**config.mk**
```make
export PLATFORM = sky130hd
export DESIGN_NAME = al_accel_config_regs
export DESIGN_NICKNAME = d
export VERILOG_FILES = /design/src/hdl/al_accel_pkg.sv /design/src/hdl/al_accel_config_regs.sv
export SDC_FILE = /design/constraint.sdc
export NUM_CORES = 1
export LEC_CHECK = 0
export BUFFER_PORTS_ARGS = -buffer_cell sky130_fd_sc_hd__buf_4
export CAP_MARGIN = 30
export CORE_MARGIN = 1
export CORE_UTILIZATION = 46
export CTS_BUF_LIST = sky130_fd_sc_hd__clkbuf_16
export CTS_CLUSTER_SIZE = 14
export DETAILED_ROUTE_END_ITERATION = 8
export GPL_TIMING_DRIVEN = 0
export PLACE_DENSITY = 0.76
export SLEW_MARGIN = 10
export SYNTH_ARGS = -nofsm -noshare
export SYNTH_HDL_FRONTEND = slang
export SYNTH_SLANG_ARGS = --single-unit
```
**constraint.sdc**
```tcl
create_clock -name clk -period 1.2 [get_ports clk]
set_input_delay 0.24 -clock clk [delete_from_list [all_inputs] [get_ports clk]]
set_output_delay 0.24 -clock clk [all_outputs]
set_load 0.005 [all_outputs]
```
**src/hdl/al_accel_pkg.sv**
```systemverilog
package al_accel_pkg;

    localparam int DATA_W    = 32;
    localparam int ADDR_W    = 32;
    localparam int LANES     = 4;
    localparam int CFG_SEL_W = 4;

    // Configuration register selects
    localparam logic [CFG_SEL_W-1:0] CFG_LAYER   = 4'd0;
    localparam logic [CFG_SEL_W-1:0] CFG_IN_BASE = 4'd1;
    localparam logic [CFG_SEL_W-1:0] CFG_W_BASE  = 4'd2;
    localparam logic [CFG_SEL_W-1:0] CFG_B_BASE  = 4'd3;
    localparam logic [CFG_SEL_W-1:0] CFG_O_BASE  = 4'd4;
    localparam logic [CFG_SEL_W-1:0] CFG_MULT    = 4'd5;
    localparam logic [CFG_SEL_W-1:0] CFG_SHIFT   = 4'd6;
    localparam logic [CFG_SEL_W-1:0] CFG_IN_OFS  = 4'd7;
    localparam logic [CFG_SEL_W-1:0] CFG_OUT_OFS = 4'd8;

    localparam logic [3:0] ACT_NONE = 4'd0;
    localparam logic [3:0] ACT_RELU = 4'd1;

    typedef struct packed {
        logic [3:0]  act;
        logic [11:0] in_words;
        logic [15:0] out_num;
    } layer_info_t;

    // Layer word seen either raw or as fields
    typedef union packed {
        logic [DATA_W-1:0] raw;
        layer_info_t       layer;
    } cfg_word_u;

    typedef struct packed {
        layer_info_t       layer;
        logic [ADDR_W-1:0] in_base;
        logic [ADDR_W-1:0] w_base;
        logic [ADDR_W-1:0] b_base;
        logic [ADDR_W-1:0] o_base;
        logic [DATA_W-1:0] mult;
        logic [5:0]        shift;
        logic [DATA_W-1:0] in_ofs;
        logic [DATA_W-1:0] out_ofs;
    } layer_cfg_t;

    typedef struct packed {
        logic              wr;
        logic [ADDR_W-1:0] addr;
        logic [DATA_W-1:0] wdata;
        logic [LANES-1:0]  strb;
    } mem_req_t;

    // In a bias beat the act word carries the bias
    typedef struct packed {
        logic              bias;
        logic              last;
        logic [DATA_W-1:0] act;
        logic [DATA_W-1:0] wgt;
    } mac_beat_t;

endpackage
```
**src/hdl/al_accel_config_regs.sv**
```systemverilog
`timescale 1ns/1ns

module al_accel_config_regs (
    input  logic                                clk,
    input  logic                                i_rst,
    input  logic                                i_cfg_valid,
    input  logic [al_accel_pkg::CFG_SEL_W-1:0]  i_cfg_sel,
    input  al_accel_pkg::cfg_word_u             i_cfg_data,
    output al_accel_pkg::layer_cfg_t            o_cfg
);

    always_ff @(posedge clk) begin
        if (i_rst) begin
            o_cfg <= '0;
        end else if (i_cfg_valid) begin
            case (i_cfg_sel)
                al_accel_pkg::CFG_LAYER: begin
                    // Unknown activation codes fall back to none
                    if (i_cfg_data.layer.act == al_accel_pkg::ACT_RELU) begin
                        o_cfg.layer.act <= al_accel_pkg::ACT_RELU;
                    end else begin
                        o_cfg.layer.act <= al_accel_pkg::ACT_NONE;
                    end
                    o_cfg.layer.in_words <= i_cfg_data.layer.in_words;
                    o_cfg.layer.out_num  <= i_cfg_data.layer.out_num;
                end
                al_accel_pkg::CFG_IN_BASE: o_cfg.in_base <= i_cfg_data.raw;
                al_accel_pkg::CFG_W_BASE:  o_cfg.w_base  <= i_cfg_data.raw;
                al_accel_pkg::CFG_B_BASE:  o_cfg.b_base  <= i_cfg_data.raw;
                al_accel_pkg::CFG_O_BASE:  o_cfg.o_base  <= i_cfg_data.raw;
                al_accel_pkg::CFG_MULT:    o_cfg.mult    <= i_cfg_data.raw;
                al_accel_pkg::CFG_SHIFT:   o_cfg.shift   <= i_cfg_data.raw[5:0];
                al_accel_pkg::CFG_IN_OFS:  o_cfg.in_ofs  <= i_cfg_data.raw;
                al_accel_pkg::CFG_OUT_OFS: o_cfg.out_ofs <= i_cfg_data.raw;
                default: ;
            endcase
        end
    end

endmodule

```
Yosys cells after proc, flatten, opt, wreduce, memory -nomap -nowiden --
Cells that the tools add are included.
Storage, ports and cells: flip-flop bits (word level) 262, latch bits 0, bits in writable memories 0, memory bits (read-only) 0, bits of input ports 39, output and inout bits 262, memories 0
Operators by class: $add $sub $neg 0, multipliers 0, div/mod/pow operators 0, magnitude comparators 0, eq/ne operators 9, shifts and indexed selects 0, muxes and demuxes 1, bitwise gates (word level) 0, reductions and logical operators 10
Operators with widths (number):
- AND reduction 2 bit | 9
- equality test 4 x 3 -> 1 bit, second input constant | 4
- equality test 4 x 1 -> 1 bit, second input constant | 2
- equality test 4 x 2 -> 1 bit, second input constant | 2
- equality test 4 bit, second input constant | 1
- logical NOT 4 bit | 1
- 2-to-1 mux 1 bit | 1

Logic depth before layout (Yosys ltp) --
Gate-level depths: netlist of the first run.
word-level depth 2, gate-level depth with buffers 6

Least setup slack after synthesis of the first run --
OpenSTA, ideal clock, no wires.
path kind input-to-reg, from input i_cfg_sel[3] in the netlist's numbering, to register o_cfg[230] in the netlist's numbering, arrival time 1.177 ns, required time 1.142 ns, slack -0.035 ns, cell stages on the path 5, path through or3b_1 > buf_4 > buf_6 > nor3_1 > a31o_2
On the way: word-level cells in the longest chain between the ends 2
RTL lines:
- start: declaration | RTL line al_accel_config_regs.sv:7 | input logic [al_accel_pkg::CFG_SEL_W-1:0] i_cfg_sel,
- logical NOT 4 bit | RTL line al_accel_config_regs.sv:16 | case (i_cfg_sel)
- AND reduction 2 bit (no line)
- end: declaration | RTL line al_accel_config_regs.sv:9 | output al_accel_pkg::layer_cfg_t o_cfg
Every way passes these cells. A chain may end at the register's enable or synchronous reset.

Worst setup path in the final report of the first run --
from register o_cfg[187] in the netlist's numbering, to output o_cfg[187] in the netlist's numbering
No word-level cell between the ends.

==> results by group, run 1 <==
Status
  – Status: complete, but fails checks
  – Failing checks: setup timing

Global routing
  – Grt ovf: 0
  – Total GRT Usage: 28.3%
  – First-pass GRT wire length: 47000 um
  – Vias in the first global route: 8197
  – Antenna violations before repair: 0
  – Largest net degree at the start of global routing: 14

Clock network
  – CTS buffer count: 28
  – Clock transition at path regs: 0.06 ns
  – CTS tree: yes
  – Root buf cell: clkbuf_16
  – Worst-Skew Late Latency: 0.52 ns
  – CTS H-tree depth: 1
  – # clock sinks: 259
  – CTS max path bufs: 3
  – Hold-fix buffers, CTS: 0

Worst setup path
  – Worst-path cell chain: buf_6
  – WS Path Type: register to output pin
  – CP max-delay cell: dfxtp_2
  – Critical path endpoint category: output pin
  – Number of buffers and inverters on the critical path: 1
  – Worst setup SP type: register
  – Reg2reg path depth: 4
  – Register-to-Register Setup Slack: 0.38 ns
  – CP Max Fanout: 2
  – Cell family with most CP delay: flip-flops
  – Slowest stage delay, CP: 0.36 ns
  – Worst reg2reg path startpoint: o_cfg[157]
  – CP arrival: 0.99 ns
  – FF-to-FF End: o_cfg[157]
  – Worst EP required: 0.96 ns

Routing
  – Highest metal used: met4
  – Wl on met1: 12300 um
  – Routed wl met2: 15100 um
  – Wire per inst: 19.7 um
  – Final ANT Viol Nets: 0
  – Total Routed Length: 31100 um
  – Vias per inst: 5.14
  – Vias: 8104
  – Wire length on met3: 2330 um
  – Drt pass-1 iters: 5
  – # DRC: 0
  – Drt first-iter violations: 249

Placement
  – Placed cells: 1490
  – Hpwl dp: 21000 um
  – Port Buf Inserts: 296
  – Routability cong.: 0.796

Floorplan
  – Num ports: 301
  – Core region area: 0.0203 mm2
  – Starting Density: 47.0%
  – Die area: 0.0213 mm2
  – Site Rows: 52
  – Die Ht: 146 um
  – DIE WIDTH: 146 um

STA
  – RSZ-0062 raised after global routing: true
  – Minimum clock period: 1.23 ns
  – Period utilisation layout: 102%
  – Final WS setup: -0.0251 ns
  – Setup tns final: -0.655 ns
  – Final Hold Fails: 0
  – Max Clk Rate: 816 MHz
  – Worst-margin pin slew: 0.589 ns
  – Post-Route Skew: 0 ns
  – Slew Limit Fails: 0
  – Final setup viols: 125
  – Worst rel slew slack: 60.7%

Logic synthesis
  – Yosys Warn Count: 0
  – FFs w/ async S/R, synth: 0%
  – Dominant cell type by area after synthesis: dfxtp_1
  – Synth Flop Type: dfxtp_1
  – Sequential element share of the synthesized area: 54.3%
  – Post-synth top area share: 54.3%
  – Synth Instances: 922
  – Synth Register Bits: 259
  – Avg Cell Area, Syn: 10.4 um2
  – Synth unique cells: 28
  – Synth area leaders: dfxtp_1 54%, mux2i_1 24%, nand2_1 9.3%
  – Post-synth EDFFs: 0
  – Cell Area, Synth: 0.00954 mm2

Finish
  – Fillers: 1425
  – Layout cell share with drive strength beyond 1: 55.4%
  – ANT cells: 0
  – Multi-input gate area: 0.00391 mm2
  – Largest registers: o_cfg x259
  – Max reg flops: 259
  – Nets: 1323
  – Finished Layout Cells: 1576
  – Area growth syn-to-layout: 53.4%
  – Core occupancy in the finished layout: 72.1%
  – Flip-flop and latch area: 0.00551 mm2
  – Most flops, register: o_cfg

Run
  – Max-Cap Viols: 0

Power
  – Peak supply drop: 1150 uV
  – LEAKAGE: 7.36 nW
  – Total power draw: 0.0187 W
  – Cell Pwr Density: 1280 mW/mm2

Hold path
  – Hold path depth: 2
  – HP Start: i_rst
  – Worst Hold Endpoint: o_cfg[258]
  – Hold WC Path Type: input port to register
-- through the flow --
stage	setup WS, ns	hold WS, ns	area, um2
final	-0.0251	0.0219	14600
after floorplan	-0.00846	0.437	9570
after global placement	-0.627	0.442	12100
after detailed placement	-0.708	0.446	12100
after global routing	-0.0466	0.0146	14600
after CTS	-0.0313	0.0125	14500
-- power breakdown --
part	internal (W)	switching, W
registers	0.00873	0.0000819
clock network	0.00522	0.00352
logic	0.000517	0.000651
-- layer usage --
layer,vias up,global-route usage [%]
li1,3776,-
met1,3939,33.3
met2,309,48.7
met4,0,12.1
met3,80,7.44
met5,-,0
-- cells in the final DEF, fill, tap and decap left out, types with 3 or more instances in the layout --
cell type / synthesis / routed
clkbuf_16: 0 / 29
buf_6: 3 / 262
a31o_2: 27 / 27
clkbuf_2: 0 / 8
buf_4: 18 / 88
buf_2: 20 / 24
clkinv_2: 0 / 6
dfxtp_2: 0 / 259
nor3_1: 28 / 27
nand2_1: 237 / 237
inv_1: 0 / 3
mux2i_1: 230 / 230
clkinv_1: 0 / 7
conb_1: 1 / 3
nand2_2: 3 / 3
clkbuf_1: 40 / 31
bufinv_16: 0 / 4
clkinvlp_4: 0 / 3
nand2b_1: 28 / 28
buf_1: 11 / 7
-- kinds of logic after synthesis --
family | Yosys count | share of synthesized area (%)
AOI/OAI and AO/OA | 30 | 2.67
buffers and inverters | 93 | 4.86
DFF | 259 | 54.3
muxes | 230 | 24.1
other | 1 | 0.0393
and+or+nand+nor | 309 | 14.0
-- cell usage after synthesis (2+ instances only) --
master    number
nand2b_1      28
buf_1         11
mux2i_1      230
nand2_2        3
buf_2         20
nor2b_1        2
a31o_2        27
nand3_2        2
buf_6          3
clkbuf_1      40
buf_4         18
nor3_1        28
nand2_1      237
dfxtp_1      259
-- worst max path at each step --
| stage | startpoint | endpoint | slack [ns] | depth (start not counted) |
|---|---|---|---|---|
| 2_1_floorplan | i_cfg_sel[2] | o_cfg[227] | -0.008 | 5 |
| 3_3_place_gp | i_rst | o_cfg[124] | -0.63 | 6 |
| 3_5_place_dp | i_rst | o_cfg[125] | -0.71 | 6 |
| 4_1_cts | o_cfg[1] | o_cfg[1] | -0.03 | 1 |
| 5_1_grt | o_cfg[256] | o_cfg[256] | -0.05 | 1 |
| 6_report | o_cfg[187] | o_cfg[187] | -0.03 | 1 |
-- repair_timing --
item / 4_1_cts / 5_1_grt
pin swaps: 0 / 0
gates resized for setup: 526 / 7
setup buffers: 11 / 24
endpoints found under the setup margin: 307 / 274
endpoints found under the hold margin: 0 / 0
-- layout make-up --
class	count	share of cell area [%]
multi-input combinational	572	26.7
buffer	91	3.32
sequential	259	37.6
tap	270	2.31
timing repair buffer	331	23.6
clock inverter	23	1.44
inverter	1	0.0256
clock buffer	29	4.96
Note: power is estimated with default switching activity, not from simulation.
==> run 2: changes to the inputs <==
Settings changed: SKIP_CTS_REPAIR_TIMING from default to 1.
==> results by group, run 2 (synthesis gave the netlist of run 1 again) <==
Finish
  – Post-route cell area: 0.0145 mm2 (-1.0%)
  – Max reg flops: 259 (unchanged)
  – Multi-input gate area: 0.00391 mm2 (unchanged)
  – Core occupancy in the finished layout: 71.4% (-0.74 points)
  – Most flops, register: o_cfg
  – Area growth syn-to-layout: 51.8%
  – Flip-flop and latch area: 0.00551 mm2 (unchanged)
  – Layout cell share with drive strength beyond 1: 54.7% (-0.69 points)
  – Nets: 1303 (-1.5%)
  – Fillers: 1446 (+1.5%)
  – ANT cells: 0 (unchanged)
  – Largest registers: o_cfg x259
  – Commonest non-fill, non-tap cells in the layout: 262 x buf_6, 259 x dfxtp_2, 237 x nand2_1, 230 x mux2i_1, 68 x buf_4
  – Commonest non-fill, non-tap cell in the layout: buf_6

Routing
  – Final ANT Viol Nets: 0 (unchanged)
  – Drt pass-1 iters: 4 (-1)
  – # DRC: 0 (unchanged)
  – Drt first-iter violations: 309 (+24%)
  – Total Routed Length: 30800 um (-0.76%)
  – Vias: 7976 (-1.6%)
  – Wire per inst: 19.8 um (+0.52%)
  – Vias per inst: 5.13 (-0.31%)

Floorplan
  – Site Rows: 52 (unchanged)
  – Die area: 0.0213 mm2 (unchanged)
  – Die Ht: 146 um (unchanged)
  – DIE WIDTH: 146 um (unchanged)
  – Starting Density: 47.0% (unchanged)
  – Num ports: 301 (unchanged)
  – Core region area: 0.0203 mm2 (unchanged)

Worst setup path
  – Worst setup SP type: register
  – Number of buffers and inverters on the critical path: 1 (unchanged)
  – CP Max Fanout: 2 (unchanged)
  – Worst-path cell chain: buf_6
  – Slowest stage delay, CP: 0.36 ns (about the same)
  – WS Path Type: register to output pin
  – CP arrival: 0.99 ns (about the same)
  – CP max-delay cell: dfxtp_2
  – Worst EP required: 0.96 ns (about the same)
  – Cell family with most CP delay: flip-flops
  – Critical path endpoint category: output pin

STA
  – Setup tns final: -0.476 ns (+0.179 ns)
  – Max Clk Rate: 816 MHz (about the same)
  – Final setup viols: 106 (-15%)
  – Minimum clock period: 1.23 ns (+0.000211 ns)
  – Worst-margin pin slew: 0.584 ns (-0.00464 ns)
  – Worst rel slew slack: 61.0% (+0.31 points)
  – RSZ-0062 raised after global routing: true
  – Post-Route Skew: 0 ns (unchanged)
  – Final Hold Fails: 0 (unchanged)
  – Final WS setup: -0.0253 ns (-0.000211 ns)
  – Period utilisation layout: 102% (about the same)
  – Slew Limit Fails: 0 (unchanged)

Placement
  – Port Buf Inserts: 296 (unchanged)
  – Routability cong.: 0.796 (unchanged)
  – Post-DP Area: 0.0121 mm2 (unchanged)
  – Hpwl dp: 21000 um (unchanged)

Clock network
  – CTS buffer count: 28 (unchanged)
  – Clock transition at path regs: 0.06 ns (about the same)
  – Root buf cell: clkbuf_16
  – Worst-Skew Late Latency: 0.52 ns (about the same)
  – # clock sinks: 259 (unchanged)
  – CTS max path bufs: 3 (unchanged)
  – CTS H-tree depth: 1 (unchanged)
  – CTS tree: yes

Global routing
  – Total GRT Usage: 26.6% (-1.7 points)
  – Grt ovf: 0 (unchanged)
  – Antenna violations before repair: 0 (unchanged)
  – First-pass GRT wire length: 44300 um (-5.8%)
  – Largest net degree at the start of global routing: 14 (unchanged)
  – Vias in the first global route: 7707 (-6.0%)

Power
  – LEAKAGE: 7.25 nW (-1.5%)
  – Cell Pwr Density: 1290 mW/mm2 (+0.87%)
  – Peak supply drop: 1140 uV (-0.42%)

Status
  – Status: complete, but fails checks
  – Failing checks: setup timing

Run
  – Max-Cap Viols: 0 (unchanged)

Hold path
  – Hold WC Path Type: input port to register
==> run 2: worst paths after layout <==
check	endpoint	depth (start not counted)	from	slack, ns
setup reg to reg	o_cfg[84]	3	o_cfg[84]	0.46
hold reg to reg	o_cfg[44]	2	o_cfg[44]	0.46
setup / recovery	o_cfg[187]	1	o_cfg[187]	-0.03
hold / removal	o_cfg[258]	2	i_rst	0.03
==> run 2: where the power goes <==
part           internal [W]  total, W  switching (W)
clock               0.00522   0.00872        0.00350
sequential          0.00873   0.00881      0.0000822
combinational      0.000507   0.00115       0.000647
==> run 2: final cells by class <==
| cell class | count | area share (%) |
|---|---|---|
| buffer | 91 | 3.36 |
| clock buffer | 29 | 5.01 |
| clock inverter | 23 | 1.45 |
| inverter | 1 | 0.0259 |
| multi-input combinational | 572 | 27.0 |
| sequential | 259 | 38.0 |
| tap | 270 | 2.33 |
| timing repair buffer | 311 | 22.8 |
==> run 2: through the flow <==
step | hold slack (ns) | power, W | setup slack [ns] | cells
6_report | 0.0269 | 0.0187 | -0.0253 | 1556
5_1_grt | 0.0177 | 0.0193 | -0.0493 | 1556
4_1_cts | 0.0199 | 0.0187 | -0.160 | 1542
3_5_place_dp | 0.446 | 0.0100 | -0.708 | 1490
3_3_place_gp | 0.442 | 0.0100 | -0.627 | 1490
2_1_floorplan | 0.437 | 0.00949 | -0.00846 | 924
==> run 2: layer usage <==
metal  up-vias  track usage (%)  routed length [um]
met4         0             8.96                 918
met2       276             44.9               15200
met3        59             6.50                2280
li1       3738                -                   -
met5         -                0                   0
met1      3903             33.2               12400
==> run 3: changes to the inputs <==
Settings changed: GPL_TIMING_DRIVEN 0 to default.
==> results by group, run 3 (synthesis gave the netlist of run 1 again) <==
Status
  – Status: complete, but fails checks
  – Failing checks: setup timing

Clock network
  – Clock transition at path regs: 0.06 ns (about the same)
  – # clock sinks: 259 (unchanged)
  – CTS buffer count: 26 (-7.1%)
  – CTS H-tree depth: 1 (unchanged)
  – Root buf cell: clkbuf_16
  – CTS tree: yes
  – CTS max path bufs: 3 (unchanged)
  – Worst-Skew Late Latency: 0.51 ns (about the same)

Worst setup path
  – Critical path endpoint category: output pin
  – CP Max Fanout: 2 (unchanged)
  – CP Depth: 1 (unchanged)
  – WS Path Type: register to output pin
  – CP max-delay cell: dfxtp_2
  – Reg2reg path depth: 3 (unchanged)
  – CP arrival: 0.98 ns (about the same)
  – Cell family with most CP delay: flip-flops
  – Slowest stage delay, CP: 0.36 ns (about the same)
  – Number of buffers and inverters on the critical path: 1 (unchanged)
  – Worst EP required: 0.96 ns (about the same)
  – Worst-path cell chain: buf_6
  – Worst setup SP type: register

Floorplan
  – Die Ht: 146 um (unchanged)
  – Site Rows: 52 (unchanged)
  – Num ports: 301 (unchanged)
  – DIE WIDTH: 146 um (unchanged)
  – Die area: 0.0213 mm2 (unchanged)
  – Core region area: 0.0203 mm2 (unchanged)
  – Starting Density: 47.0% (unchanged)

Placement
  – Post-DP Area: 0.0125 mm2 (+3.3%)
  – Routability cong.: 0.790 (-0.75%)
  – Port Buf Inserts: 297 (+0.34%)
  – Hpwl dp: 19800 um (-5.4%)

Global routing
  – Grt ovf: 0 (unchanged)
  – Vias in the first global route: 7789 (+1.1%)
  – Total GRT Usage: 25.4% (-1.1 points)
  – Largest net degree at the start of global routing: 36 (+22)
  – First-pass GRT wire length: 42800 um (-3.3%)
  – Antenna violations before repair: 0 (unchanged)

Power
  – Sequential power share: 48.8% (+1.7 points)
  – Cell Pwr Density: 1220 mW/mm2 (-5.7%)
  – Peak supply drop: 1020 uV (-10%)
  – Switching part of the total power: 22.3% (-0.38 points)
  – Sw Pwr: 0.00402 W (-5.0%)
  – Clock share of power: 44.2% (-2.5 points)
  – Gate power share: 7.0% (+0.8 points)
  – Pint: 0.0140 W (-2.9%)
  – Total power draw: 0.0180 W (-3.4%)
  – LEAKAGE: 7.49 nW (+3.3%)

Finish
  – Fillers: 1369 (-5.3%)
  – ANT cells: 0 (unchanged)
  – Flip-flop and latch area: 0.00551 mm2 (unchanged)
  – Multi-input gate area: 0.00391 mm2 (about the same)
  – Post-route cell area: 0.0148 mm2 (+2.4%)
  – Largest registers: o_cfg x259
  – Most flops, register: o_cfg
  – Area growth syn-to-layout: 55.5%
  – Max reg flops: 259 (unchanged)
  – Nets: 1306 (+0.23%)
  – Layout cell share with drive strength beyond 1: 57.8% (+3.1 points)
  – Commonest non-fill, non-tap cells in the layout: 259 x dfxtp_2, 259 x buf_6, 236 x nand2_1, 230 x mux2i_1, 131 x buf_4

Routing
  – Drt pass-1 iters: 4 (unchanged)
  – Final ANT Viol Nets: 0 (unchanged)
  – # DRC: 0 (unchanged)
  – Wire per inst: 19.3 um (-2.9%)
  – Vias per inst: 5.13 (about the same)
  – Total Routed Length: 29900 um (-3.1%)
  – Drt first-iter violations: 249 (-19%)
  – Vias: 7962 (-0.18%)

STA
  – Worst rel slew slack: 67.1% (+6.0 points)
  – Final Hold Fails: 0 (unchanged)
  – RSZ-0062 raised after global routing: true
  – Slew Limit Fails: 0 (unchanged)
  – Post-Route Skew: 0 ns (unchanged)
  – Minimum clock period: 1.22 ns (-0.00919 ns)
  – Final setup viols: 23 (-78%)
  – Final WS setup: -0.0161 ns (+0.00919 ns)
  – Worst-margin pin slew: 0.487 ns (-0.0971 ns)
  – Max Clk Rate: 822 MHz (+0.76%)
  – Period utilisation layout: 101% (-0.77 points)

Run
  – Max-Cap Viols: 0 (unchanged)

Hold path
  – Hold WC Path Type: input port to register
  – Hold path depth: 2 (unchanged)
## run 3: cell types whose count changed in the layout (fill, tap and decap cells not counted), moves of 5 or more
cell,change
buf_4,+63
clkbuf_2,-12
clkbuf_1,-31
buf_1,-7
buf_12,+17
buf_2,-20
clkinv_1,-5
## run 3: through the flow
| step | hold slack [ns] | instances | setup slack (ns) | setup TNS (ns) | util (%) |
|---|---|---|---|---|---|
| 2_1_floorplan | 0.437 | 924 | -0.00846 | -0.297 | - |
| 3_3_place_gp | 0.443 | 1485 | -0.186 | -32.87 | 61.7 |
| 3_5_place_dp | 0.451 | 1485 | -0.230 | -39.02 | 61.7 |
| 4_1_cts | 0.0190 | 1529 | -0.0756 | -7.40 | 65.8 |
| 5_1_grt | 0.0280 | 1553 | -0.0512 | -6.38 | 73.1 |
| 6_report | 0.0288 | 1553 | -0.0161 | -0.105 | 73.1 |
## run 3: worst paths after layout
kind                                    to  slack [ns]        from
worst max register to register  o_cfg[148]        0.49  o_cfg[148]
worst max-delay path             o_cfg[20]       -0.02   o_cfg[20]
worst min register to register   o_cfg[73]        0.46   o_cfg[73]
worst min-delay path            o_cfg[258]        0.03       i_rst
## run 3: final cells by class
class | instances | share of cell area (%)
clock inverter | 17 | 1.02
inverter | 1 | 0.0590
clock buffer | 27 | 4.55
timing repair buffer | 407 | 28.6
multi-input combinational | 572 | 26.4
tap | 270 | 2.28
sequential | 259 | 37.1
## run 3: power groups by stage
stage | Combinational (W) | Clock [W] | Sequential, W
after floorplan | 0.000529 | 0 | 0.00896
after global placement | 0.00116 | 0 | 0.00896
after detailed placement | 0.00117 | 0 | 0.00896
after CTS | 0.00118 | 0.00808 | 0.00877
after global routing | 0.00134 | 0.00846 | 0.00882
final | 0.00127 | 0.00797 | 0.00881
## run 3: per-layer routing
metal / up-vias / routed length, um / GRT usage [%]
met5: - / 0 / 0
met4: 0 / 1070 / 9.22
met3: 61 / 1930 / 6.44
met2: 277 / 15000 / 44.0
met1: 3880 / 11900 / 30.5
li1: 3744 / - / -
