### src/hdl/al_accel_pkg.sv
package al_accel_pkg;

    localparam int DATA_W    = 32;
    localparam int ADDR_W    = 32;
    localparam int LANES     = 4;
    localparam int CFG_SEL_W = 4;

    // Configuration register selects
    localparam logic [CFG_SEL_W-1:0] CFG_LAYER   = 4'd0;
    localparam logic [CFG_SEL_W-1:0] CFG_IN_BASE = 4'd1;
    localparam logic [CFG_SEL_W-1:0] CFG_W_BASE  = 4'd2;
    localparam logic [CFG_SEL_W-1:0] CFG_B_BASE  = 4'd3;
    localparam logic [CFG_SEL_W-1:0] CFG_O_BASE  = 4'd4;
    localparam logic [CFG_SEL_W-1:0] CFG_MULT    = 4'd5;
    localparam logic [CFG_SEL_W-1:0] CFG_SHIFT   = 4'd6;
    localparam logic [CFG_SEL_W-1:0] CFG_IN_OFS  = 4'd7;
    localparam logic [CFG_SEL_W-1:0] CFG_OUT_OFS = 4'd8;

    localparam logic [3:0] ACT_NONE = 4'd0;
    localparam logic [3:0] ACT_RELU = 4'd1;

    typedef struct packed {
        logic [3:0]  act;
        logic [11:0] in_words;
        logic [15:0] out_num;
    } layer_info_t;

    // Layer word seen either raw or as fields
    typedef union packed {
        logic [DATA_W-1:0] raw;
        layer_info_t       layer;
    } cfg_word_u;

    typedef struct packed {
        layer_info_t       layer;
        logic [ADDR_W-1:0] in_base;
        logic [ADDR_W-1:0] w_base;
        logic [ADDR_W-1:0] b_base;
        logic [ADDR_W-1:0] o_base;
        logic [DATA_W-1:0] mult;
        logic [5:0]        shift;
        logic [DATA_W-1:0] in_ofs;
        logic [DATA_W-1:0] out_ofs;
    } layer_cfg_t;

    typedef struct packed {
        logic              wr;
        logic [ADDR_W-1:0] addr;
        logic [DATA_W-1:0] wdata;
        logic [LANES-1:0]  strb;
    } mem_req_t;

    // In a bias beat the act word carries the bias
    typedef struct packed {
        logic              bias;
        logic              last;
        logic [DATA_W-1:0] act;
        logic [DATA_W-1:0] wgt;
    } mac_beat_t;

endpackage
### src/hdl/al_accel_writeback.sv
`timescale 1ns/1ns

module al_accel_writeback (
    input  logic                     clk,
    input  logic                     i_rst,
    input  logic                     i_start,
    input  al_accel_pkg::layer_cfg_t i_cfg,
    input  logic [7:0]               i_q,
    input  logic                     i_q_valid,
    output logic                     o_q_ready,
    output al_accel_pkg::mem_req_t   o_req,
    output logic                     o_req_valid,
    input  logic                     i_req_ready,
    output logic                     o_busy,
    output logic                     o_done
);

    logic [15:0]                     out_cnt;
    logic [al_accel_pkg::ADDR_W-1:0] byte_addr;
    logic                            q_fire;
    logic                            req_fire;

    assign byte_addr = i_cfg.o_base + {{(al_accel_pkg::ADDR_W-16){1'b0}}, out_cnt};
    assign o_q_ready = o_busy && !o_req_valid;
    assign q_fire    = i_q_valid && o_q_ready;
    assign req_fire  = o_req_valid && i_req_ready;

    always_ff @(posedge clk) begin
        if (i_rst) begin
            o_busy      <= 1'b0;
            o_done      <= 1'b0;
            o_req_valid <= 1'b0;
            out_cnt     <= '0;
        end else begin
            o_done <= 1'b0;
            if (i_start && !o_busy) begin
                o_busy  <= 1'b1;
                out_cnt <= '0;
            end
            if (q_fire) begin
                o_req_valid <= 1'b1;
            end else if (req_fire) begin
                o_req_valid <= 1'b0;
                out_cnt     <= out_cnt + 16'd1;
                // Last output accepted ends the job
                if (out_cnt == i_cfg.layer.out_num - 16'd1) begin
                    o_busy <= 1'b0;
                    o_done <= 1'b1;
                end
            end
        end
    end

    // Byte replicated, strobe picks the lane
    always_ff @(posedge clk) begin
        if (q_fire) begin
            o_req.wr    <= 1'b1;
            o_req.addr  <= {byte_addr[al_accel_pkg::ADDR_W-1:2], 2'b00};
            o_req.wdata <= {al_accel_pkg::LANES{i_q}};
            o_req.strb  <= {{(al_accel_pkg::LANES-1){1'b0}}, 1'b1} << byte_addr[1:0];
        end
    end

endmodule

### config.mk
export PLATFORM = sky130hd
export DESIGN_NAME = al_accel_writeback
export DESIGN_NICKNAME = d
export VERILOG_FILES = /design/src/hdl/al_accel_pkg.sv /design/src/hdl/al_accel_writeback.sv
export SDC_FILE = /design/constraint.sdc
export NUM_CORES = 1
export LEC_CHECK = 0
export BUFFER_PORTS_ARGS = -buffer_cell sky130_fd_sc_hd__buf_2
export CAP_MARGIN = 25
export CORE_AREA = 2 2 134 136
export DETAILED_ROUTE_END_ITERATION = 10
export DIE_AREA = 0 0 136 138
export MAX_ROUTING_LAYER = met4
export PLACE_DENSITY_LB_ADDON = 0.25
export SLEW_MARGIN = 20
export SYNTH_ARGS = -nofsm -noshare
export SYNTH_HDL_FRONTEND = slang
export SYNTH_SLANG_ARGS = --single-unit
export TNS_END_PERCENT = 100
### constraint.sdc
create_clock -name clk -period 3.25 [get_ports clk]
set_input_delay 0.1625 -clock clk [delete_from_list [all_inputs] [get_ports clk]]
set_output_delay 0.1625 -clock clk [all_outputs]
set_load 0.03 [all_outputs]
=== Yosys cells after proc, flatten, opt, wreduce, memory -nomap -nowiden ===
Index checks and enable logic that the tools add are counted.

* Register bits after elaboration: 85
* Bits of input ports: 275
* Output and inout bits: 73
* Logic and storage cells: 31

* Add/subtract/negate cells: 3
* Equality and inequality tests: 1
* Shifts and indexed selects: 1
* Muxes and demuxes: 10
* Bitwise gates (word level): 1
* Reduce and logical (&&, ||, !) cells: 8

{| class="wikitable"
|+ Operator list
! cell !! number
|-
| $mux 16 || 3
|-
| $add 32x16->32 || 1
|-
| $add 16x1->16 const B || 1
|-
| $eq 16x16->1 || 1
|-
| $sub 16x1->16 const B || 1
|-
| $mux 1 || 7
|-
| $logic_and 1x1->1 || 4
|-
| $shl 1x2->4 const A || 1
|-
| $reduce_or 3->1 || 1
|-
| $logic_not 1->1 || 2
|-
| $reduce_bool 2->1 || 1
|-
| $not 1->1 || 1
|}

=== Depth between registers and ports, before layout ===
Gate-level depths: netlist of the first run.

* Depth in word-level cells: 6
* Gate-level depth with buffers: 10
* Mapped depth without buffers: 10

=== Worst setup path before layout of the first run ===
OpenSTA, ideal clock, no wires.

* Path type: flip-flop to flip-flop
* From: register out_cnt[0]
* To: register o_req[58] (netlist bit), data pin
* Setup time: 0.258 ns
* Data arrival time: 2.376 ns
* Data required time: 2.992 ns
* Slack: 0.616 ns
* Stages on the path, launching flop included: 11
* Buffers on the path: 0
* Period minus slack after synthesis: 2.634 ns
* Cells stage by stage: dfxtp_1 > ha_1 > inv_1 > fa_1 > nand2b_1 > a21o_1 > a211oi_1 > o211ai_1 > a21oi_1 > nand4_1 > xnor2_1

* Word-level cells in the longest chain between the ends: 1

{| class="wikitable"
|+ Ends and longest elaborated chain
! element !! RTL line !! source
|-
| start, declared || al_accel_writeback.sv:18 || <nowiki>logic [15:0] out_cnt;</nowiki>
|-
| start signal, assigned || al_accel_writeback.sv:44 || <nowiki>out_cnt <= out_cnt + 16'd1;</nowiki>
|-
| $add 32x16->32 || al_accel_writeback.sv:23 || <nowiki>assign byte_addr = i_cfg.o_base + {{(al_accel_pkg::ADDR_W-16){1'b0}}, out_cnt};</nowiki>
|-
| via byte_addr (one bit) || al_accel_writeback.sv:19 || <nowiki>logic [al_accel_pkg::ADDR_W-1:0] byte_addr;</nowiki>
|-
| end, declared || al_accel_writeback.sv:11 || <nowiki>output al_accel_pkg::mem_req_t o_req,</nowiki>
|}

The timed path passes the listed nets, and every way through them passes these cells.
A chain may end at the register's enable or synchronous reset.

=== Final worst setup path of the first run ===
* From: register out_cnt[0]
* To: register o_req[66] (netlist bit), data pin

Same word-level chain as after synthesis.

==> run metrics, run 1 <==
fin crit period 2.99 ns; Max-Cap Viols 0; layout cell share with drive strength beyond 1 30.6%; first-pass GRT wire length 17,700 µm; CP top delay family compound AO/OA/AOI/OAI gates; initial drt markers 88; headroom to the max-slew limit 54.0%; critical path data arrival time 3.07 ns; area grow syn2layout 26.4%; Port Buf Inserts 130; Clock Path Buffers 2; worst setup margin 0.258 ns; WP data required 3.33 ns; Startpoint Class flip-flop; via count 3,335; Worst IR Drop VDD 0.238 mV; Antenna Diode Count 0; WS Path Type reg -> reg; slowest CP cell dfxtp_1; Synth Register Bits 61; FILL cells 1,924; async set-reset flop share out of synthesis 0%; core area 17,500 µm²; clk_lat worst skew 0.33 ns; root buffer cell clkbuf_16; Worst Skew 0.00903 ns; io pins 348; Fin Setup TNS 0 ns; WL final 11,700 µm; multi-input logic area 2020 µm²; initial antenna violation count 0; Ys Warns 0; Final setup viols 0; DRT Pass-1 Iters 4; Synth Instances 408; drt drc 0; post-detail-place hpwl 9580 µm; Avg WL per Cell 15.5 µm; Worst R2R Setup Slack 0.26 ns; post-synthesis sequential area ratio 41.8%; cell area after synthesis 3930 µm²; mean post-synth cell area 9.63 µm²; CP cell instances ha_1 -> inv_1 -> fa_1 -> nand2b_1 -> a21o_1 -> a211oi_1 -> o211ai_1 -> a21oi_1 -> buf_4 -> nand4_1 -> xnor2_1; vias per inst 4.40; fin crit share 92.1%; max-slew violations 0; Slowest Stage Delay on Critical Path 0.47 ns; EDFF count, synth 42; Worst-path clk slew 0.06 ns; Slew @ Worst Pin 0.679 ns; final net count 818; full die area 18,800 µm²; row cnt 49; CTS sink cnt 61; largest net degree at the start of global routing 43; post-synthesis cell type count 48; Die Wd 136 µm; vias in the first global route 3,229; total CTS buffers 9; CTS tree yes; Post-DRT Antenna Nets 0; Final Wtd Congestion 0.832; Sequential Area 1640 µm²; crit end category flip-flop; CP Buf/Inv Count 2; GRT Util Overall 12.7%; count of final hold-check violations 0; end-of-flow core utilization 28.3%; outcome completed; Die Y 138 µm; pre-CTS WS 0.261 ns; grt ovf 0; CP Max Fanout 6; Worst Hold Class in -> reg; Leak 2.05 nW; Initial Utilization 22.4%; commonest register cell after synthesis edfxtp_1; RSZ-0062 raised after global routing no; post-CTS setup buffers 0; Pwr Density 407 nW/µm²; H-tree depth 3; Fmax 0.334 GHz
## state kept, by name, indices dropped and copies added, names as in the netlist
| register | flops |
|---|---|
| o_busy | 1 |
| o_req | 42 |
| o_done | 1 |
| o_req_valid | 1 |
| out_cnt | 16 |
## synth_stat cells (2+ instances only)
cell / n / area, µm²
a211oi_1: 3 / 22.5
a21o_1: 8 / 60.1
a21oi_1: 24 / 120
a221oi_1: 2 / 17.5
a31oi_1: 6 / 37.5
and2_1: 4 / 25.0
and3_1: 8 / 50.1
and4_1: 4 / 35.0
buf_4: 27 / 203
clkbuf_1: 5 / 18.8
conb_1: 2 / 7.51
dfxtp_1: 19 / 380
edfxtp_1: 42 / 1260
ha_1: 18 / 225
inv_1: 12 / 45.0
nand2_1: 21 / 78.8
nand2b_1: 12 / 75.1
nand3_1: 21 / 105
nand3b_1: 2 / 15.0
nand4_1: 10 / 62.6
nor2_1: 41 / 154
nor2b_1: 7 / 43.8
nor3_1: 3 / 15.0
nor4_1: 5 / 31.3
o2111ai_1: 2 / 17.5
o211ai_1: 5 / 37.5
o21ai_0: 8 / 40.0
or2_2: 6 / 37.5
or3_1: 3 / 18.8
or4_1: 2 / 15.0
xnor2_1: 36 / 315
xor2_1: 24 / 210
## final cells by class
| cell class | instances | share of cell area, % |
|---|---|---|
| clock buffer | 9 | 4.54 |
| clock inverter | 7 | 0.857 |
| inverter | 12 | 0.907 |
| multi-input combinational | 303 | 40.7 |
| sequential | 61 | 33.1 |
| tap | 229 | 5.77 |
| timing repair buffer | 137 | 14.2 |
## placed cells by master (no fill, tap or decap), drive strengths merged, types with 18 or more instances in the layout
| master | instances |
|---|---|
| nand2 | 21 |
| a21oi | 24 |
| ha | 18 |
| xnor2 | 36 |
| nand3 | 21 |
| edfxtp | 42 |
| xor2 | 24 |
| buf | 136 |
| dfxtp | 19 |
| nor2 | 41 |
## final timing paths
kind / startpoint / endpoint / cells after the start
max: out_cnt[0] / o_req[66] / 11
min: i_q[5] / o_req[33] / 1
max reg2reg: out_cnt[0] / o_req[66] / 11
min reg2reg: o_busy / o_busy / 2
## through the flow
step	cell area (µm²)	hold WS, ns	power [mW]	std cells
floorplan	3930	0.232	1.06	409
global placement	4690	0.344	1.16	741
detailed placement	4690	0.342	1.16	741
CTS	4960	0.000158	2.05	758
global route	4960	0.00505	2.10	758
finish	4960	0.0123	2.02	758
## cell families after synthesis
family                   Yosys count  synth area share (%)
flip-flops                        61                  41.8
buffers and inverters             45                  6.91
AND/OR/NAND/NOR                  155                  20.7
adder cells (fa/ha/maj)           19                  6.24
other                              2                 0.191
AO/OA/AOI/OAI                     66                  10.7
XOR/XNOR                          60                  13.4
## repair_timing
| item | 4_1_cts | 5_1_grt |
|---|---|---|
| hold buffers | 1 | 0 |
| hold endpoints to repair | 1 | 0 |
| gates resized for setup | 0 | 1 |
| setup endpoints to repair | 0 | 1 |
## layer usage
layer	vias up	GRT usage, %	wire length (µm)
met5	-	-	0
met2	83	24.8	6550
li1	1673	-	-
met1	1565	13.0	4660
met3	14	1.58	356
met4	0	3.62	162
## power by group
part	internal [mW]	switching, mW	total (mW)
Clock	0.510	0.367	0.877
Combinational	0.0929	0.182	0.275
Sequential	0.858	0.0118	0.869
Total	1.46	0.561	2.02
No activity file was read; power rests on OpenSTA's default activity.
==> inputs of run 2 (changes only) <==
--- a/config.mk
+++ b/config.mk
@@ -6,10 +6,12 @@
 export NUM_CORES = 1
 export LEC_CHECK = 0
 export BUFFER_PORTS_ARGS = -buffer_cell sky130_fd_sc_hd__buf_2
-export CAP_MARGIN = 25
+export CAP_MARGIN = 20
 export CORE_AREA = 2 2 134 136
 export DETAILED_ROUTE_END_ITERATION = 10
 export DIE_AREA = 0 0 136 138
+export GPL_TIMING_DRIVEN = 0
+export HOLD_SLACK_MARGIN = 0.06
 export MAX_ROUTING_LAYER = met4
 export PLACE_DENSITY_LB_ADDON = 0.25
 export SLEW_MARGIN = 20
==> run metrics, run 2 (same netlist as run 1, synthesis figures left out) <==
initial antenna violation count 0 (unchanged); Worst IR Drop VDD 0.248 mV (was 0.238 mV); headroom to the max-slew limit 50.6% (was 54.0%); Worst Skew 0.00759 ns (was 0.00903 ns); Post-DRT Antenna Nets 0 (unchanged); final net count 852 (was 818); Initial Utilization 22.4% (unchanged); vias in the first global route 3,467 (was 3,229); WP data required 3.33 ns (about the same); Fmax 0.332 GHz (was 0.334 GHz); core area 17,500 µm² (unchanged); register name with the most flops o_req (unchanged); multi-input logic area 2020 µm² (about the same); Area after DPL 4880 µm² (was 4690 µm²); full die area 18,800 µm² (unchanged); fin crit share 92.8% (was 92.1%); area grow syn2layout 34.5% (was 26.4%); via count 3,438 (was 3,335); Slowest Stage Delay on Critical Path 0.48 ns (was 0.47 ns); total CTS buffers 9 (unchanged); Clock Path Buffers 2 (unchanged); root buffer cell clkbuf_16 (unchanged); Largest regs o_req (42), out_cnt (16) (unchanged); Final Power 2.20 mW (was 2.02 mW); dpl cells 768 (was 741); outcome completed (unchanged); crit end category flip-flop (unchanged); WL final 11,800 µm (was 11,700 µm); Worst Hold Class in -> reg (unchanged); Final Wtd Congestion 0.844 (was 0.832); Startpoint Class flip-flop (unchanged); count of final hold-check violations 0 (unchanged); Die Wd 136 µm (unchanged); CTS tree yes (unchanged); RSZ-0062 raised after global routing no (unchanged); Max-Cap Viols 0 (unchanged); max-slew violations 0 (unchanged); grt ovf 0 (unchanged); largest net degree at the start of global routing 30 (was 43); GRT Util Overall 13.1% (was 12.7%); critical path data arrival time 3.10 ns (was 3.07 ns); H-tree depth 3 (unchanged); Slew @ Worst Pin 0.741 ns (was 0.679 ns); clk_lat worst skew 0.33 ns (about the same); drt drc 0 (unchanged); WS Path Type reg -> reg (unchanged); fin crit period 3.02 ns (was 2.99 ns); Avg WL per Cell 14.9 µm (was 15.5 µm); Port Buf Inserts 129 (was 130); CTS sink cnt 61 (unchanged); post-CTS setup buffers 0 (unchanged); Worst-path clk slew 0.06 ns (about the same); Leak 2.21 nW (was 2.05 nW); FILL cells 1,863 (was 1,924); final design area excluding fillers 5280 µm² (was 4960 µm²); CP Max Fanout 6 (unchanged); most common cell after layout, fill and taps aside buf_2 (unchanged); initial drt markers 118 (was 88); slowest CP cell dfxtp_1 (unchanged); worst setup margin 0.234 ns (was 0.258 ns); Final Non-Filler Cells 792 (was 758); post-detail-place hpwl 9840 µm (was 9580 µm); CP cell instances ha_1 -> inv_1 -> fa_1 -> nand2b_1 -> a21o_1 -> a211oi_1 -> o211ai_1 -> a21oi_2 -> nand4_1 -> xnor2_1 (was ha_1 -> inv_1 -> fa_1 -> nand2b_1 -> a21o_1 -> a211oi_1 -> o211ai_1 -> a21oi_1 -> buf_4 -> nand4_1 -> xnor2_1); Largest register FFs 42 (unchanged); end-of-flow core utilization 30.1% (was 28.3%); Sequential Area 1640 µm² (unchanged); Fin Setup TNS 0 ns (unchanged); Antenna Diode Count 0 (unchanged); Hold WS 0.115 ns (was 0.0123 ns); io pins 348 (unchanged); pre-CTS WS 0.0595 ns (was 0.261 ns); DRT Pass-1 Iters 4 (unchanged); layout cell share with drive strength beyond 1 32.9% (was 30.6%); first-pass GRT wire length 18,300 µm (was 17,700 µm); most frequent cells in the layout 129 x buf_2, 42 x edfxtp_1, 41 x nor2_1 (was 130 x buf_2, 42 x edfxtp_1, 41 x nor2_1); vias per inst 4.34 (was 4.40); Die Y 138 µm (unchanged); Pwr Density 416 nW/µm² (was 407 nW/µm²); Final setup viols 0 (unchanged); row cnt 49 (unchanged)
## run 2: layout make-up
| class | instances | area share (%) |
|---|---|---|
| Multi-Input combinational cell | 303 | 38.3 |
| Sequential cell | 61 | 31.1 |
| Timing Repair Buffer | 138 | 14.1 |
| Tap cell | 229 | 5.42 |
| Buffer | 33 | 4.29 |
| Clock buffer | 9 | 4.26 |
| Clock inverter | 7 | 1.71 |
| Inverter | 12 | 0.853 |
## run 2: routing by layer
| layer | wire, µm | vias up | track usage, % |
|---|---|---|---|
| li1 | - | 1740 | - |
| met1 | 4640 | 1618 | 13.5 |
| met2 | 6630 | 66 | 24.9 |
| met3 | 300 | 14 | 1.87 |
| met4 | 205 | 0 | 4.44 |
| met5 | 0 | - | - |
## run 2: repair_timing
item,4_1_cts,5_1_grt
gates resized for setup,0,2
endpoints found under the setup margin,0,8
hold buffers,8,0
hold endpoints to repair,8,0
## run 2: critical path: cells and delay by family, from the launching register on
kind	cells	cell delay (ns)
DFF	1	0.48
xor gates and xnor gates	1	0.16
buffers and inverters	1	0.05
and+or+nand+nor	2	0.35
AOI/OAI and AO/OA	4	1.12
adders and majority gates	2	0.62
## run 2: power breakdown
part | switching (mW) | leakage, nW | internal [mW]
combinational | 0.187 | 1.52 | 0.115
clock | 0.358 | 0.153 | 0.666
sequential | 0.0121 | 0.542 | 0.857
## run 2: worst paths after layout
kind,start,endpoint,slack (ns),cells after the start
max,out_cnt[0],o_req[66],0.23,10
min,i_start,o_busy,0.11,3
max reg2reg,out_cnt[0],o_req[66],0.23,10
min reg2reg,o_busy,o_busy,0.53,2
==> inputs of run 3 (changes only) <==
--- a/config.mk
+++ b/config.mk
@@ -8,6 +8,7 @@
 export BUFFER_PORTS_ARGS = -buffer_cell sky130_fd_sc_hd__buf_2
 export CAP_MARGIN = 20
 export CORE_AREA = 2 2 134 136
+export CTS_BUF_LIST = sky130_fd_sc_hd__clkbuf_4
 export DETAILED_ROUTE_END_ITERATION = 10
 export DIE_AREA = 0 0 136 138
 export GPL_TIMING_DRIVEN = 0
==> run metrics, run 3 (same netlist as run 1, synthesis figures left out) <==
vias per inst 4.37 (was 4.34); Final setup viols 0 (unchanged); critical path data arrival time 3.22 ns (was 3.10 ns); Post-DRT Antenna Nets 0 (unchanged); Max-Cap Viols 0 (unchanged); Die Y 138 µm (unchanged); most common cell after layout, fill and taps aside buf_2 (unchanged); Net Switching 0.519 mW (was 0.557 mW); first-pass GRT wire length 18,500 µm (was 18,300 µm); Worst Hold Depth 2 (was 3); Worst-path clk slew 0.12 ns (was 0.06 ns); Worst R2R Path Depth 10 (unchanged); Worst R2R Setup Slack 0.24 ns (was 0.23 ns); WS Path Type reg -> reg (unchanged); layout cell share with drive strength beyond 1 31.9% (was 32.9%); max-slew violations 0 (unchanged); Pwr Density 342 nW/µm² (was 416 nW/µm²); Initial Utilization 22.4% (unchanged); Antenna Diode Count 0 (unchanged); outcome completed (unchanged); Worst IR Drop VDD 0.149 mV (was 0.248 mV); Worst Hold Launch i_cfg[118] (was i_start); vias in the first global route 3,549 (was 3,467); full die area 18,800 µm² (unchanged); register name with the most flops o_req (unchanged); Seq pwr share 47.9% (was 39.6%); fin crit period 3.01 ns (was 3.02 ns); Startpoint Class flip-flop (unchanged); root buffer cell clkbuf_4 (was clkbuf_16); Hold WS 0.110 ns (was 0.115 ns); hold endpoint o_req[52] (was o_busy); io pins 348 (unchanged); initial antenna violation count 0 (unchanged); Clock Path Buffers 2 (unchanged); total CTS buffers 9 (unchanged); drt drc 0 (unchanged); WP data required 3.46 ns (was 3.33 ns); grt ovf 0 (unchanged); row cnt 49 (unchanged); Final Wtd Congestion 0.844 (unchanged); most frequent cells in the layout 129 x buf_2, 42 x edfxtp_1, 41 x nor2_1 (unchanged); CP Max Fanout 6 (unchanged); GRT Util Overall 13.2% (was 13.1%); post-CTS setup buffers 0 (unchanged); cell internal pwr 1.29 mW (was 1.64 mW); Largest regs o_req (42), out_cnt (16) (unchanged); core area 17,500 µm² (unchanged); Port Buf Inserts 129 (unchanged); Worst Hold Class in -> reg (unchanged); Worst R2R End o_req[66] (unchanged); Leak 2.22 nW (was 2.21 nW); worst r2r src out_cnt[0] (unchanged); logic gate share of total power 17.6% (was 13.7%); DRT Pass-1 Iters 4 (unchanged); WL final 11,900 µm (was 11,800 µm); H-tree depth 3 (unchanged); initial drt markers 127 (was 118); RSZ-0062 raised after global routing no (unchanged); fin crit share 92.5% (was 92.8%); CTS tree yes (unchanged); count of final hold-check violations 0 (unchanged); Fin Setup TNS 0 ns (unchanged); post-detail-place hpwl 9840 µm (unchanged); Net Sw Frac 28.7% (was 25.4%); Die Wd 136 µm (unchanged); Fmax 0.333 GHz (was 0.332 GHz); Largest register FFs 42 (unchanged); Worst Skew 0.0205 ns (was 0.00759 ns); headroom to the max-slew limit 50.5% (was 50.6%); Slew @ Worst Pin 0.743 ns (was 0.741 ns); Avg WL per Cell 14.7 µm (was 14.9 µm); final net count 869 (was 852); largest net degree at the start of global routing 30 (unchanged); clk_lat worst skew 0.44 ns (was 0.33 ns); Clock Power Share 34.5% (was 46.7%); crit end category flip-flop (unchanged); CTS sink cnt 61 (unchanged); area grow syn2layout 34.8% (was 34.5%); via count 3,536 (was 3,438)
==> run 3: cell count changes in the layout (fill, tap and decap cells not counted) <==
cell	change
clkbuf_16	-9
dlygate4sd3_1	+17
clkbuf_4	+9
==> run 3: per-stage QoR <==
| step | cell area (µm²) | std cells | util, % | total power, mW | worst slack (ns) |
|---|---|---|---|---|---|
| 2_1_floorplan | 3930 | 409 | - | 1.06 | 0.616 |
| 3_5_place_dp | 4880 | 768 | 27.9 | 1.18 | 0.0595 |
| 4_1_cts | 5290 | 809 | 30.2 | 1.83 | 0.0594 |
| 3_3_place_gp | 4860 | 767 | 27.7 | 1.18 | 0.116 |
| 5_1_grt | 5300 | 809 | 30.2 | 1.89 | 0.0597 |
| 6_report | 5300 | 809 | 30.2 | 1.81 | 0.244 |
==> run 3: worst max-delay path by stage <==
stage,from,to,slack (ns),cells after the start
2_1_floorplan,out_cnt[0],o_req[58],0.62,10
3_5_place_dp,out_cnt[0],o_req[58],0.06,10
3_3_place_gp,out_cnt[0],o_req[66],0.12,10
6_report,out_cnt[0],o_req[66],0.24,10
4_1_cts,out_cnt[0],o_req[66],0.06,10
5_1_grt,out_cnt[0],o_req[58],0.06,10
==> run 3: cell type report <==
class | instances | area [µm²]
Buffer | 33 | 226
Clock buffer | 9 | 67.6
Clock inverter | 7 | 90.1
Fill cell | 1870 | 12200
Inverter | 12 | 45.0
Multi-Input combinational cell | 303 | 2020
Sequential cell | 61 | 1640
Tap cell | 229 | 287
Timing Repair Buffer | 155 | 916
==> run 3: timing repair <==
| action | CTS | global route |
|---|---|---|
| hold buffers | 25 | 0 |
| hold endpoints to repair | 27 | 0 |
| gates resized for setup | 0 | 2 |
| endpoints found under the setup margin | 0 | 8 |
==> run 3: critical path, cell delays in order (launching register included) <==
cell	delay [ns]
dfxtp_1	0.50
ha_1	0.23
inv_1	0.05
fa_1	0.39
nand2b_1	0.19
a21o_1	0.20
a211oi_1	0.32
o211ai_1	0.23
a21oi_2	0.37
nand4_1	0.16
xnor2_1	0.16
==> run 3: layer usage <==
metal  part of all wire [%]  vias to the layer above  wire, µm  GRT usage (%)
met5                      0                        -         0              -
met4                    1.7                        0       206           4.28
met3                    2.7                       15       316           1.87
met2                     56                       67      6650           25.3
met1                     40                     1679      4740           13.7
li1                       -                     1775         -              -
==> run 3: power by group through the flow <==
stage                     registers, mW  clock network [mW]  logic (mW)
after floorplan                   0.926                   0       0.136
after global placement            0.888                   0       0.291
after detailed placement          0.887                   0       0.297
after CTS                         0.869               0.641       0.322
after global routing              0.871               0.676       0.345
final                             0.868               0.624       0.318
